`src/hw/duration_timer_params.svh`:
```
/*
 * widths, limits and reset values of the pulse duration timer
 * register addresses and display scan rate
 */
`ifndef DURATION_TIMER_PARAMS_SVH
`define DURATION_TIMER_PARAMS_SVH

`default_nettype none

`define COUNT_LIMIT 20'd999999 // saturation value of duration and count
`define BCD_DIGITS 6
`define LINE_LENGTH 15 // six digits, space, six digits, cr, lf
`define DEFAULT_BAUD_DIVISOR 16'd868
`define SCAN_DIVIDER_BITS 10 // 1024 cycles per display digit

`define ADDR_BAUD 2'd0
`define ADDR_CONTROL 2'd1
`define ADDR_STATUS 2'd2 // read only

`default_nettype wire

`endif

```
`src/hw/duration_timer_pkg.sv`:
```
/*
 * shared types of the pulse duration timer
 * value widths and the state machine encodings
 */
`default_nettype none

package duration_timer_pkg;

	typedef logic [19:0] count_t; // duration in cycles or pulse count
	typedef logic [23:0] bcd_t; // six packed bcd digits
	typedef logic [7:0] byte_t;
	typedef logic [15:0] divisor_t; // clock cycles per uart bit
	typedef logic [1:0] cfg_address_t;
	typedef logic [15:0] cfg_data_t;

	typedef enum logic [1:0] {
		convert_idle,
		convert_shift,
		convert_done
	} convert_state_t;

	typedef enum logic [1:0] {
		report_idle,
		report_convert,
		report_send,
		report_wait_ack
	} report_state_t;

	typedef enum logic [2:0] {
		tx_idle,
		tx_start,
		tx_data,
		tx_stop,
		tx_done
	} tx_state_t;

endpackage

`default_nettype wire

```
`src/hw/bin_to_bcd.sv`:
```
/*
 * sequential double-dabble converter, 20 bit binary to six bcd digits
 * four-phase req/ack handshake
 */
`timescale 1ns/1ps
`include "duration_timer_params.svh"
`default_nettype none

module bin_to_bcd (
	input wire clock,
	input wire reset,
	input wire convert_req,
	input duration_timer_pkg::count_t convert_value,
	output logic convert_ack,
	output duration_timer_pkg::bcd_t convert_result
);

	duration_timer_pkg::convert_state_t state;
	duration_timer_pkg::count_t binary; // bits still to shift in
	duration_timer_pkg::bcd_t work;
	duration_timer_pkg::bcd_t adjusted;
	logic [4:0] step;

	// add 3 to every digit of 5 or more before the shift
	always_comb begin
		adjusted = work;
		for (int i = 0; i < `BCD_DIGITS; i++) begin
			if (work[4*i +: 4] >= 4'd5) begin
				adjusted[4*i +: 4] = work[4*i +: 4] + 4'd3;
			end
		end
	end

	always_ff @(posedge clock) begin
		if (reset) begin
			state <= duration_timer_pkg::convert_idle;
			convert_ack <= 1'b0;
			step <= '0;
		end else begin
			case (state)
				duration_timer_pkg::convert_idle: begin
					if (convert_req) begin // load
						binary <= convert_value;
						work <= '0;
						step <= '0;
						state <= duration_timer_pkg::convert_shift;
					end
				end
				duration_timer_pkg::convert_shift: begin
					if (step == 5'($bits(duration_timer_pkg::count_t))) begin
						convert_result <= work;
						state <= duration_timer_pkg::convert_done;
					end else begin
						work <= {adjusted[22:0], binary[19]};
						binary <= {binary[18:0], 1'b0};
						step <= step + 5'd1;
					end
				end
				duration_timer_pkg::convert_done: begin
					convert_ack <= 1'b1;
					if (convert_ack && !convert_req) begin
						convert_ack <= 1'b0;
						state <= duration_timer_pkg::convert_idle;
					end
				end
				default: state <= duration_timer_pkg::convert_idle;
			endcase
		end
	end

	function automatic logic digits_valid(input duration_timer_pkg::bcd_t value);
		logic ok;
		ok = 1'b1;
		for (int i = 0; i < `BCD_DIGITS; i++) begin
			if (value[4*i +: 4] > 4'd9) begin
				ok = 1'b0;
			end
		end
		return ok;
	endfunction

	assert property (@(posedge clock) disable iff (reset)
		$rose(convert_ack) |-> digits_valid(convert_result))
		else $error("bcd digit out of range at ack");

endmodule

`default_nettype wire

```
`src/hw/duration_timer_top.sv`:
```
/*
 * pulse duration timer top level
 * meter, report path with converter and uart, display, register block
 */
`timescale 1ns/1ps
`default_nettype none

module duration_timer_top (
	input wire clock,
	input wire reset,
	input wire trigger,
	input wire cfg_write,
	input duration_timer_pkg::cfg_address_t cfg_address,
	input duration_timer_pkg::cfg_data_t cfg_write_data,
	output duration_timer_pkg::cfg_data_t cfg_read_data,
	output logic tx,
	output logic [6:0] segment,
	output logic [3:0] anode
);

	duration_timer_pkg::divisor_t baud_divisor;
	logic report_enable;
	logic display_select;
	logic line_busy;
	logic measure_done;
	duration_timer_pkg::count_t duration;
	duration_timer_pkg::count_t pulse_count;
	logic convert_req;
	logic convert_ack;
	duration_timer_pkg::count_t convert_value;
	duration_timer_pkg::bcd_t convert_result;
	logic tx_req;
	logic tx_ack;
	duration_timer_pkg::byte_t tx_byte;
	duration_timer_pkg::bcd_t duration_bcd;
	duration_timer_pkg::bcd_t count_bcd;

	timer_config config_regs (.clock(clock), .reset(reset), .cfg_write(cfg_write),
		.cfg_address(cfg_address), .cfg_write_data(cfg_write_data), .line_busy(line_busy),
		.pulse_count(pulse_count), .cfg_read_data(cfg_read_data), .baud_divisor(baud_divisor),
		.report_enable(report_enable), .display_select(display_select));

	pulse_duration_meter meter (.clock(clock), .reset(reset), .trigger(trigger),
		.measure_done(measure_done), .duration(duration), .pulse_count(pulse_count));

	bin_to_bcd converter (.clock(clock), .reset(reset), .convert_req(convert_req),
		.convert_value(convert_value), .convert_ack(convert_ack),
		.convert_result(convert_result));

	report_formatter formatter (.clock(clock), .reset(reset), .report_enable(report_enable),
		.measure_done(measure_done), .duration(duration), .pulse_count(pulse_count),
		.convert_ack(convert_ack), .convert_result(convert_result), .tx_ack(tx_ack),
		.line_busy(line_busy), .convert_req(convert_req), .convert_value(convert_value),
		.tx_req(tx_req), .tx_byte(tx_byte), .duration_bcd(duration_bcd),
		.count_bcd(count_bcd));

	uart_tx transmitter (.clock(clock), .reset(reset), .baud_divisor(baud_divisor),
		.tx_req(tx_req), .tx_byte(tx_byte), .tx_ack(tx_ack), .tx(tx));

	segment_display display (.clock(clock), .reset(reset), .display_select(display_select),
		.duration_bcd(duration_bcd), .count_bcd(count_bcd), .segment(segment),
		.anode(anode));

endmodule

`default_nettype wire

```
`src/hw/pulse_duration_meter.sv`:
```
/*
 * trigger synchronizer and edge detector
 * saturating pulse duration and pulse count
 */
`timescale 1ns/1ps
`include "duration_timer_params.svh"
`default_nettype none

module pulse_duration_meter (
	input wire clock,
	input wire reset,
	input wire trigger,
	output logic measure_done,
	output duration_timer_pkg::count_t duration,
	output duration_timer_pkg::count_t pulse_count
);

	// bits 1:0 form the synchronizer, bit 2 holds the previous level
	logic [2:0] history;
	logic level;
	logic rise;
	logic fall;
	duration_timer_pkg::count_t high_cycles; // length of the pulse in progress

	assign level = history[1];
	assign rise = history[1] & ~history[2]; // 01 pattern
	assign fall = history[2] & ~history[1]; // 10 pattern

	always_ff @(posedge clock) begin
		if (reset) begin
			history <= 3'b000;
			high_cycles <= '0;
			pulse_count <= '0;
			measure_done <= 1'b0;
		end else begin
			history <= {history[1:0], trigger};
			measure_done <= fall;

			if (rise) begin
				high_cycles <= 20'd1; // first high cycle
			end else if (level && high_cycles != `COUNT_LIMIT) begin
				high_cycles <= high_cycles + 20'd1;
			end

			if (fall && pulse_count != `COUNT_LIMIT) begin
				pulse_count <= pulse_count + 20'd1;
			end
		end
	end

	// captured with the same edge that raises measure_done
	always_ff @(posedge clock) begin
		if (fall) begin
			duration <= high_cycles;
		end
	end

endmodule

`default_nettype wire

```
`src/hw/report_formatter.sv`:
```
/*
 * per-pulse report sequencer
 * converts duration and count, keeps the bcd results, sends the text line
 */
`timescale 1ns/1ps
`include "duration_timer_params.svh"
`default_nettype none

module report_formatter (
	input wire clock,
	input wire reset,
	input wire report_enable,
	input wire measure_done,
	input duration_timer_pkg::count_t duration,
	input duration_timer_pkg::count_t pulse_count,
	input wire convert_ack,
	input duration_timer_pkg::bcd_t convert_result,
	input wire tx_ack,
	output logic line_busy,
	output logic convert_req,
	output duration_timer_pkg::count_t convert_value,
	output logic tx_req,
	output duration_timer_pkg::byte_t tx_byte,
	output duration_timer_pkg::bcd_t duration_bcd,
	output duration_timer_pkg::bcd_t count_bcd
);

	duration_timer_pkg::report_state_t state;
	duration_timer_pkg::count_t count_snapshot; // duration snapshot sits in convert_value
	logic second_pass; // set while the count is converted
	logic [3:0] char_index;

	function automatic duration_timer_pkg::byte_t line_char(input logic [3:0] index,
			input duration_timer_pkg::bcd_t first, input duration_timer_pkg::bcd_t second);
		duration_timer_pkg::byte_t result;
		if (index < 4'd6) begin
			result = {4'h3, first[4*(5 - index) +: 4]}; // most significant digit first
		end else if (index == 4'd6) begin
			result = 8'h20;
		end else if (index < 4'd13) begin
			result = {4'h3, second[4*(12 - index) +: 4]};
		end else if (index == 4'd13) begin
			result = 8'h0d;
		end else begin
			result = 8'h0a;
		end
		return result;
	endfunction

	always_ff @(posedge clock) begin
		if (reset) begin
			state <= duration_timer_pkg::report_idle;
			line_busy <= 1'b0;
			convert_req <= 1'b0;
			tx_req <= 1'b0;
			second_pass <= 1'b0;
			char_index <= '0;
			duration_bcd <= '0;
			count_bcd <= '0;
		end else begin
			case (state)
				duration_timer_pkg::report_idle: begin
					if (measure_done && report_enable) begin
						convert_value <= duration;
						count_snapshot <= pulse_count;
						convert_req <= 1'b1;
						second_pass <= 1'b0;
						line_busy <= 1'b1;
						state <= duration_timer_pkg::report_convert;
					end
				end
				duration_timer_pkg::report_convert: begin
					if (convert_req && convert_ack) begin
						convert_req <= 1'b0;
						if (second_pass) count_bcd <= convert_result;
						else duration_bcd <= convert_result;
					end else if (!convert_req && !convert_ack) begin // handshake closed
						if (!second_pass) begin
							convert_value <= count_snapshot;
							convert_req <= 1'b1;
							second_pass <= 1'b1;
						end else begin
							char_index <= '0;
							state <= duration_timer_pkg::report_send;
						end
					end
				end
				duration_timer_pkg::report_send: begin
					if (!tx_ack) begin
						tx_byte <= line_char(char_index, duration_bcd, count_bcd);
						tx_req <= 1'b1;
						state <= duration_timer_pkg::report_wait_ack;
					end
				end
				duration_timer_pkg::report_wait_ack: begin
					if (tx_ack) begin
						tx_req <= 1'b0;
						if (char_index == 4'(`LINE_LENGTH - 1)) begin
							line_busy <= 1'b0; // end of line
							state <= duration_timer_pkg::report_idle;
						end else begin
							char_index <= char_index + 4'd1;
							state <= duration_timer_pkg::report_send;
						end
					end
				end
				default: state <= duration_timer_pkg::report_idle;
			endcase
		end
	end

	assert property (@(posedge clock) disable iff (reset) (tx_req && !tx_ack) |=> tx_req)
		else $error("tx_req dropped before tx_ack");

endmodule

`default_nettype wire

```
`src/hw/segment_display.sv`:
```
/*
 * four digit multiplexed seven-segment driver with digit decoder
 */
`timescale 1ns/1ps
`include "duration_timer_params.svh"
`default_nettype none

module segment_display (
	input wire clock,
	input wire reset,
	input wire display_select,
	input duration_timer_pkg::bcd_t duration_bcd,
	input duration_timer_pkg::bcd_t count_bcd,
	output logic [6:0] segment,
	output logic [3:0] anode
);

	logic [`SCAN_DIVIDER_BITS+1:0] scan_counter;
	logic [1:0] digit_select;
	duration_timer_pkg::bcd_t shown;
	logic [3:0] digit;

	always_ff @(posedge clock) begin
		if (reset) scan_counter <= '0;
		else scan_counter <= scan_counter + 1'b1;
	end

	assign digit_select = scan_counter[`SCAN_DIVIDER_BITS +: 2];
	assign shown = display_select ? count_bcd : duration_bcd;
	assign digit = shown[4*digit_select +: 4]; // anode 0 is the units digit
	assign anode = 4'b0001 << digit_select;

	always_comb begin
		case (digit) // gfedcba
			4'd0: segment = 7'h3f;
			4'd1: segment = 7'h06;
			4'd2: segment = 7'h5b;
			4'd3: segment = 7'h4f;
			4'd4: segment = 7'h66;
			4'd5: segment = 7'h6d;
			4'd6: segment = 7'h7d;
			4'd7: segment = 7'h07;
			4'd8: segment = 7'h7f;
			4'd9: segment = 7'h6f;
			default: segment = 7'h00; // blank
		endcase
	end

endmodule

`default_nettype wire

```
`src/hw/timer_config.sv`:
```
/*
 * register block with baud divisor, control bits and status readback
 */
`timescale 1ns/1ps
`include "duration_timer_params.svh"
`default_nettype none

module timer_config (
	input wire clock,
	input wire reset,
	input wire cfg_write,
	input duration_timer_pkg::cfg_address_t cfg_address,
	input duration_timer_pkg::cfg_data_t cfg_write_data,
	input wire line_busy,
	input duration_timer_pkg::count_t pulse_count,
	output duration_timer_pkg::cfg_data_t cfg_read_data,
	output duration_timer_pkg::divisor_t baud_divisor,
	output logic report_enable,
	output logic display_select
);

	always_ff @(posedge clock) begin
		if (reset) begin
			baud_divisor <= `DEFAULT_BAUD_DIVISOR;
			report_enable <= 1'b0;
			display_select <= 1'b0; // show duration
		end else if (cfg_write) begin
			case (cfg_address)
				`ADDR_BAUD: baud_divisor <= cfg_write_data;
				`ADDR_CONTROL: begin
					report_enable <= cfg_write_data[0];
					display_select <= cfg_write_data[1];
				end
				default: ; // status and spare address ignore writes
			endcase
		end
	end

	always_comb begin
		case (cfg_address)
			`ADDR_BAUD: cfg_read_data = baud_divisor;
			`ADDR_CONTROL: cfg_read_data = {14'd0, display_select, report_enable};
			`ADDR_STATUS: cfg_read_data = {pulse_count[11:0], 3'd0, line_busy};
			default: cfg_read_data = '0;
		endcase
	end

	// the uart needs at least two cycles per bit
	assert property (@(posedge clock) disable iff (reset) baud_divisor >= 16'd2)
		else $error("baud divisor below 2");

endmodule

`default_nettype wire

```
`src/hw/uart_tx.sv`:
```
/*
 * 8N1 uart transmitter, runtime baud divisor, req/ack per byte
 */
`timescale 1ns/1ps
`default_nettype none

module uart_tx (
	input wire clock,
	input wire reset,
	input duration_timer_pkg::divisor_t baud_divisor,
	input wire tx_req,
	input duration_timer_pkg::byte_t tx_byte,
	output logic tx_ack,
	output logic tx
);

	duration_timer_pkg::tx_state_t state;
	duration_timer_pkg::divisor_t divisor; // held for the whole byte
	duration_timer_pkg::divisor_t bit_timer;
	duration_timer_pkg::byte_t shift;
	logic [2:0] bit_index;
	logic bit_end;

	assign bit_end = (bit_timer == divisor - 16'd1);

	always_ff @(posedge clock) begin
		if (reset) begin
			state <= duration_timer_pkg::tx_idle;
			tx <= 1'b1;
			tx_ack <= 1'b0;
			bit_timer <= '0;
			bit_index <= '0;
		end else begin
			bit_timer <= bit_end ? '0 : bit_timer + 16'd1;
			case (state)
				duration_timer_pkg::tx_idle: begin
					bit_timer <= '0;
					if (tx_req) begin
						shift <= tx_byte;
						divisor <= baud_divisor;
						tx <= 1'b0; // start bit
						state <= duration_timer_pkg::tx_start;
					end
				end
				duration_timer_pkg::tx_start: begin
					if (bit_end) begin
						tx <= shift[0]; // lsb first
						shift <= shift >> 1;
						bit_index <= '0;
						state <= duration_timer_pkg::tx_data;
					end
				end
				duration_timer_pkg::tx_data: begin
					if (bit_end) begin
						if (bit_index == 3'd7) begin
							tx <= 1'b1; // stop bit
							state <= duration_timer_pkg::tx_stop;
						end else begin
							tx <= shift[0];
							shift <= shift >> 1;
							bit_index <= bit_index + 3'd1;
						end
					end
				end
				duration_timer_pkg::tx_stop: begin
					if (bit_end) begin
						tx_ack <= 1'b1;
						state <= duration_timer_pkg::tx_done;
					end
				end
				duration_timer_pkg::tx_done: begin
					if (!tx_req) begin
						tx_ack <= 1'b0;
						state <= duration_timer_pkg::tx_idle;
					end
				end
				default: state <= duration_timer_pkg::tx_idle;
			endcase
		end
	end

endmodule

`default_nettype wire
```
`config.mk`:
```
export PLATFORM = sky130hd
export DESIGN_NAME = duration_timer_top
export DESIGN_NICKNAME = d
export VERILOG_FILES = /design/src/hw/duration_timer_pkg.sv /design/src/hw/bin_to_bcd.sv /design/src/hw/duration_timer_top.sv /design/src/hw/pulse_duration_meter.sv /design/src/hw/report_formatter.sv /design/src/hw/segment_display.sv /design/src/hw/timer_config.sv /design/src/hw/uart_tx.sv
export VERILOG_INCLUDE_DIRS = /design/src /design/src/hw
export SDC_FILE = /design/constraint.sdc
export NUM_CORES = 1
export LEC_CHECK = 0
export ABC_AREA = 0
export BUFFER_PORTS_ARGS = -buffer_cell sky130_fd_sc_hd__buf_2
export CAP_MARGIN = 10
export CORE_MARGIN = 2
export CORE_UTILIZATION = 37
export CTS_CLUSTER_SIZE = 25
export DETAILED_ROUTE_END_ITERATION = 8
export RECOVER_POWER = 25
export REMOVE_ABC_BUFFERS = 1
export SLEW_MARGIN = 25
export SYNTH_ARGS = -nofsm -noshare
export SYNTH_HDL_FRONTEND = slang
export SYNTH_SLANG_ARGS = --single-unit
```
`constraint.sdc`:
```
create_clock -name clock -period 4.1 [get_ports clock]
set_input_delay 0.41 -clock clock [delete_from_list [all_inputs] [get_ports clock]]
set_output_delay 0.41 -clock clock [all_outputs]
set_load 0.05 [all_outputs]
```
# ---- Word-level counts from Yosys, hierarchy flattened
# Memory sizes are Yosys's and may differ from the RTL's.
# Index checks and enable logic that the tools add are counted.
dict set report word_totals {
  latch_bits 0
  out_inout_bits 28
  register_bits 324
  mem_count 1
  ramBits 0
  input_bits 22
  elab_cells 246
  mem_bits_ro 112
}
dict set report classes {
  mux 86
  n_reduce_logical 47
  eq_ne 41
  n_shift 4
  add_sub_neg 16
  bitwise_logic 7
  order_cmp 8
  div 0
  multipliers 0
}
# name words width rd rd_ports_with_merged_regs write_ports line
set memory_table {}
lappend memory_table {{(no name shown)} 16 7 1 0 0 segment_display.sv:34} ;# case (digit)
# cell n
set op_table {}
lappend op_table {{2-to-1 mux 20 bit} 6}
lappend op_table {{one-hot mux 20 bit (2 select lines)} 2}
lappend op_table {{2-to-1 mux 24 bit} 3}
lappend op_table {{indexed part select 24 x 33 -> 4 bit} 2}
lappend op_table {{one-hot mux 16 bit (3 select lines)} 1}
lappend op_table {{one-hot mux 24 bit (2 select lines)} 1}
lappend op_table {{2-to-1 mux 4 bit} 11}
lappend op_table {{adder 20 x 1 -> 20 bit (second input constant)} 2}
lappend op_table {{inequality test 20 bit (second input constant)} 2}
lappend op_table {{2-to-1 mux 3 bit} 11}
lappend op_table {{2-to-1 mux 8 bit} 4}
lappend op_table {{AND reduction 3 bit} 10}
lappend op_table {{AND reduction 6 bit} 5}
lappend op_table {{>= comparator 4 x 3 -> 1 bit (second input constant)} 6}
lappend op_table {{inequality test 2 x 1 -> 1 bit (second input constant)} 12}
lappend op_table {{one-hot mux 8 bit (3 select lines)} 1}
lappend op_table {{AND reduction 4 bit} 6}
lappend op_table {{indexed part select 24 x 5 -> 4 bit} 1}
lappend op_table {{adder 4 x 2 -> 4 bit (second input constant)} 5}
lappend op_table {{2-to-1 mux 1 bit} 20}
lappend op_table {{2-to-1 mux 2 bit} 10}
lappend op_table {{2-to-1 mux 5 bit} 4}
lappend op_table {{adder 16 x 1 -> 16 bit (second input constant)} 1}
lappend op_table {{== test 16 bit} 1}
lappend op_table {{other kinds (41)} 82}

# ---- Longest topological paths before layout
dict set report depth {
  depth_word 5
  ltp_mapped 12
  ltp_nobuf 10
}

# ---- By module
# From an unflattened synthesis, not the netlist that was laid out.
dict set report hier_totals {
  hier_cells 1444
  area_unflattened_um2 15165.8
}
# module area_each_um2 n_inst seq_area_each_um2 cells_per_inst
set modules_own_cells {}
lappend modules_own_cells {report_formatter 4579.4 1 2542.4 435}
lappend modules_own_cells {bin_to_bcd 3358.2 1 2202.1 286}
lappend modules_own_cells {pulse_duration_meter 2721.4 1 1481.4 271}
lappend modules_own_cells {uart_tx 2478.6 1 1201.2 239}
lappend modules_own_cells {timer_config 1032.2 1 360.3 112}
lappend modules_own_cells {segment_display 996.0 1 240.2 101}

# ---- Least setup slack after synthesis
# Ideal clock, no wire load.
dict set report synth_timing {
  path_type {reg2out}
  from {register display.scan_counter[11]}
  to {output segment[3]}
  path_stages_with_launch 7
  required_time_ns 3.690
  slack_ns 0.744
  arrival_ns 2.946
  n_path_buf 1
  cell_sequence {dfxtp_1 > clkbuf_1 > mux4_2 > mux2i_1 > ha_1 > inv_1 > o21ai_0}
}
dict set report synth_via {
  elab_chain_cells 2
}
# element line
set synth_rtl {}
lappend synth_rtl {{start, declared} segment_display.sv:18} ;# logic [`SCAN_DIVIDER_BITS+1:0] scan_counter;
lappend synth_rtl {{start signal, assigned} segment_display.sv:25} ;# else scan_counter <= scan_counter + 1'b1;
lappend synth_rtl {{indexed part select 24 x 5 -> 4 bit} segment_display.sv:30} ;# assign digit = shown[4*digit_select +: 4];
lappend synth_rtl {{memory (16 x 7 bit)} -}
lappend synth_rtl {{end, declared} duration_timer_top.sv:17} ;# output logic [6:0] segment,
# Every way passes these cells.

# ---- Worst setup path after layout
dict set report layout_timing {
  from {register display.scan_counter[10]}
  to {output segment[2]}
}
# The elaborated chain is that of the path after synthesis.

==> run metrics <==
Synth Area in XOR/XNOR=0.0528; failing checks=max-capacitance violations, max-slew violations; total CTS buffers=36; ys flop type=dfxtp_1; Synth Area in Compound Gates=0.0871; DRT antenna net count=0; crit end category=output port; total negative slack=0 ns; register area share after synthesis=0.552; total congestion overflow=0; kind of critical path=flop to output port; H-Tree Depth=2; CTS Sinks=320; RSZ-0062 raised after global routing=no; row count=72; Max Root-Sink Buffers=3; 1st-pass router iterations=4; EDFF count, synth=approximately 160; commonest non-fill, non-tap cell in the layout=nand2_1; Post-Synth Simple-Gate Area=0.179; clock tree from TritonCTS=yes; number of synthesized register bits=320; DRC Markers=0; Mapped Avg Cell Area=10.3 um^2; Adder-Cell Fraction of Synth Area=0.0295; die area=40600 um^2; Final HPWL DP=approximately 20000 um; Hold Vio Cnt, Final=0; Mapped Cells=1402; Mapped Area=roughly 14000 um^2; first-pass GRT wire length=49700 um; WL final=30000 um; fmax=0.270 GHz; Tcrit/Tclk final=0.902; clock skew=approximately 0.023 ns; startpoint types=flop; Slew HR=-0.0331; Die Span X=201 um; Max VDD drop=roughly 240 uV; Max-Cap Viols=2; Post-Place Worst Slack=0.574 ns; Initial Util=0.374; DR vias=roughly 10000; leakage power=0.00580 uW; main combinational cell family by area after synthesis=simple AND/OR/NAND/NOR gates; Synth Warn #=0; layout cells sized above 1=0.124; Vert. Die Dim=between 200 and 250 um; Critical Path RT=~3.7 ns; Resize count post-CTS=0; Pwr Total=6840 uW; drt via density=approximately 5.0; Final GP Congestion=0.806; fin. max-slew vios=65; setup bufs post-CTS=0; hold path depth=2; Buffers on Ports=49; endpoints failing setup=0; largest net degree at the start of global routing=65; clock latency on the worst-skew pair=0.53 ns; worst-margin pin slew=1.55 ns; outcome=finished, violations left; initial antenna violation count=0; worst-path fanout max=12; DR WL/cell=15.0 um; CP arrival=roughly 3.3 ns; pwr dens=417 nW/um^2; IO Pins=50; DRT iter0 DRCs=567; GR Util All Layers=0.149; Synth cell types=66; area grow syn2layout=13.8%; Core Footprint=38600 um^2; final setup margin=0.402 ns; FFs w/ async S/R, synth=0; FF-to-FF path depth=10; fraction of synthesized area in multiplexers=0.0696; most frequent cells in the layout=250 x nand2_1, 164 x dfxtp_1, 156 x edfxtp_1; Final Net Count=1507; vias in the first global route=9637; Clock Pin Slew Worst Setup and Hold Paths=0.06 ns; CTS root buf=clkbuf_16; hold crit path type=input pin to flop; diode count=0; Final min period=3.70 ns; hold_buf cts=0
## area by class of cell
type                            count  area, um^2
Tap cell                          518         648
Clock inverter                     17         228
Fill cell                        3705       22100
Inverter                           45         169
Timing Repair Buffer               67         362
Clock buffer                       49         991
Multi-Input combinational cell    981        6050
Sequential cell                   320        7970
## power by group
group | internal, uW | switching [uW]
registers | 3360 | 28.4
logic | 57.6 | 118
clock network | 1970 | 1310
total | 5390 | 1450
## flip-flops by register name, summed over array words and instances (netlist names), 12 cells and up
| name | count |
|---|---|
| converter.binary | 20 |
| meter.duration | 20 |
| transmitter.divisor | 16 |
| formatter.duration_bcd | 24 |
| meter.pulse_count | 20 |
| formatter.count_bcd | 24 |
| converter.convert_result | 24 |
| formatter.count_snapshot | 20 |
| converter.work | 24 |
| meter.high_cycles | 20 |
| config_regs.baud_divisor | 16 |
| transmitter.bit_timer | 16 |
| formatter.convert_value | 20 |
| display.scan_counter | 12 |
## worst paths after layout
check | start | to | slack, ns
worst min-delay path | trigger | meter.history[0]$_SDFF_PP0_ | 0.1
worst min register to register | meter.history[0]$_SDFF_PP0_ | meter.history[1]$_SDFF_PP0_ | 0.44
worst max register to register | transmitter.divisor[0]$_DFFE_PP_ | transmitter.state[0]$_SDFFE_PP0P_ | 0.54
worst max-delay path | display.scan_counter[10]$_SDFF_PP0_ | segment[2] | 0.40
## per-stage QoR
stage	util	std cells	cell area (um^2)	hold slack, ns
floorplan	-	1346	14200	0.409
global placement	0.395	1931	15200	0.418
detailed placement	0.395	1931	15200	0.426
CTS	0.426	1997	16400	0.0759
global route	0.426	1997	16400	0.0949
finish	0.426	1997	16400	0.0998
## cells in the mapped netlist, drive strengths merged (15+ instances only)
cell	n	share of area
a21oi	116	0.040
and3	20	0.0089
clkbuf	46	0.013
dfxtp	164	0.23
edfxtp	156	0.32
ha	34	0.029
inv	45	0.012
mux2	27	0.021
mux2i	34	0.024
mux4	16	0.025
nand2	252	0.066
nand3	44	0.015
nor2	144	0.037
nor2b	16	0.0069
nor3	19	0.0066
o21ai	39	0.014
or3	15	0.0066
xnor2	37	0.022
xor2	50	0.030
## kinds of logic after synthesis
logic type	count (synthesis)
AOI/OAI and AO/OA	210
buffers and inverters	101
adders and majority gates	34
muxes	77
DFF	320
xor gates and xnor gates	87
and+or+nand+nor	573
## critical path, stage by stage (launching register included)
cell and delay, ns:
dfxtp_1 0.70, mux4_2 0.57, mux2i_1 0.52, inv_1 0.21, ha_1 0.24, a31oi_1 0.20
buf_2 0.32
## routing by layer
layer	track usage	vias to the layer above	part of all wire
met3	0.0246	46	0.039
met1	0.204	4753	0.48
met4	0.0483	0	0.024
li1	-	5017	-
met2	0.242	163	0.46
met5	0	-	0
Note: power is estimated with default switching activity, not from simulation.
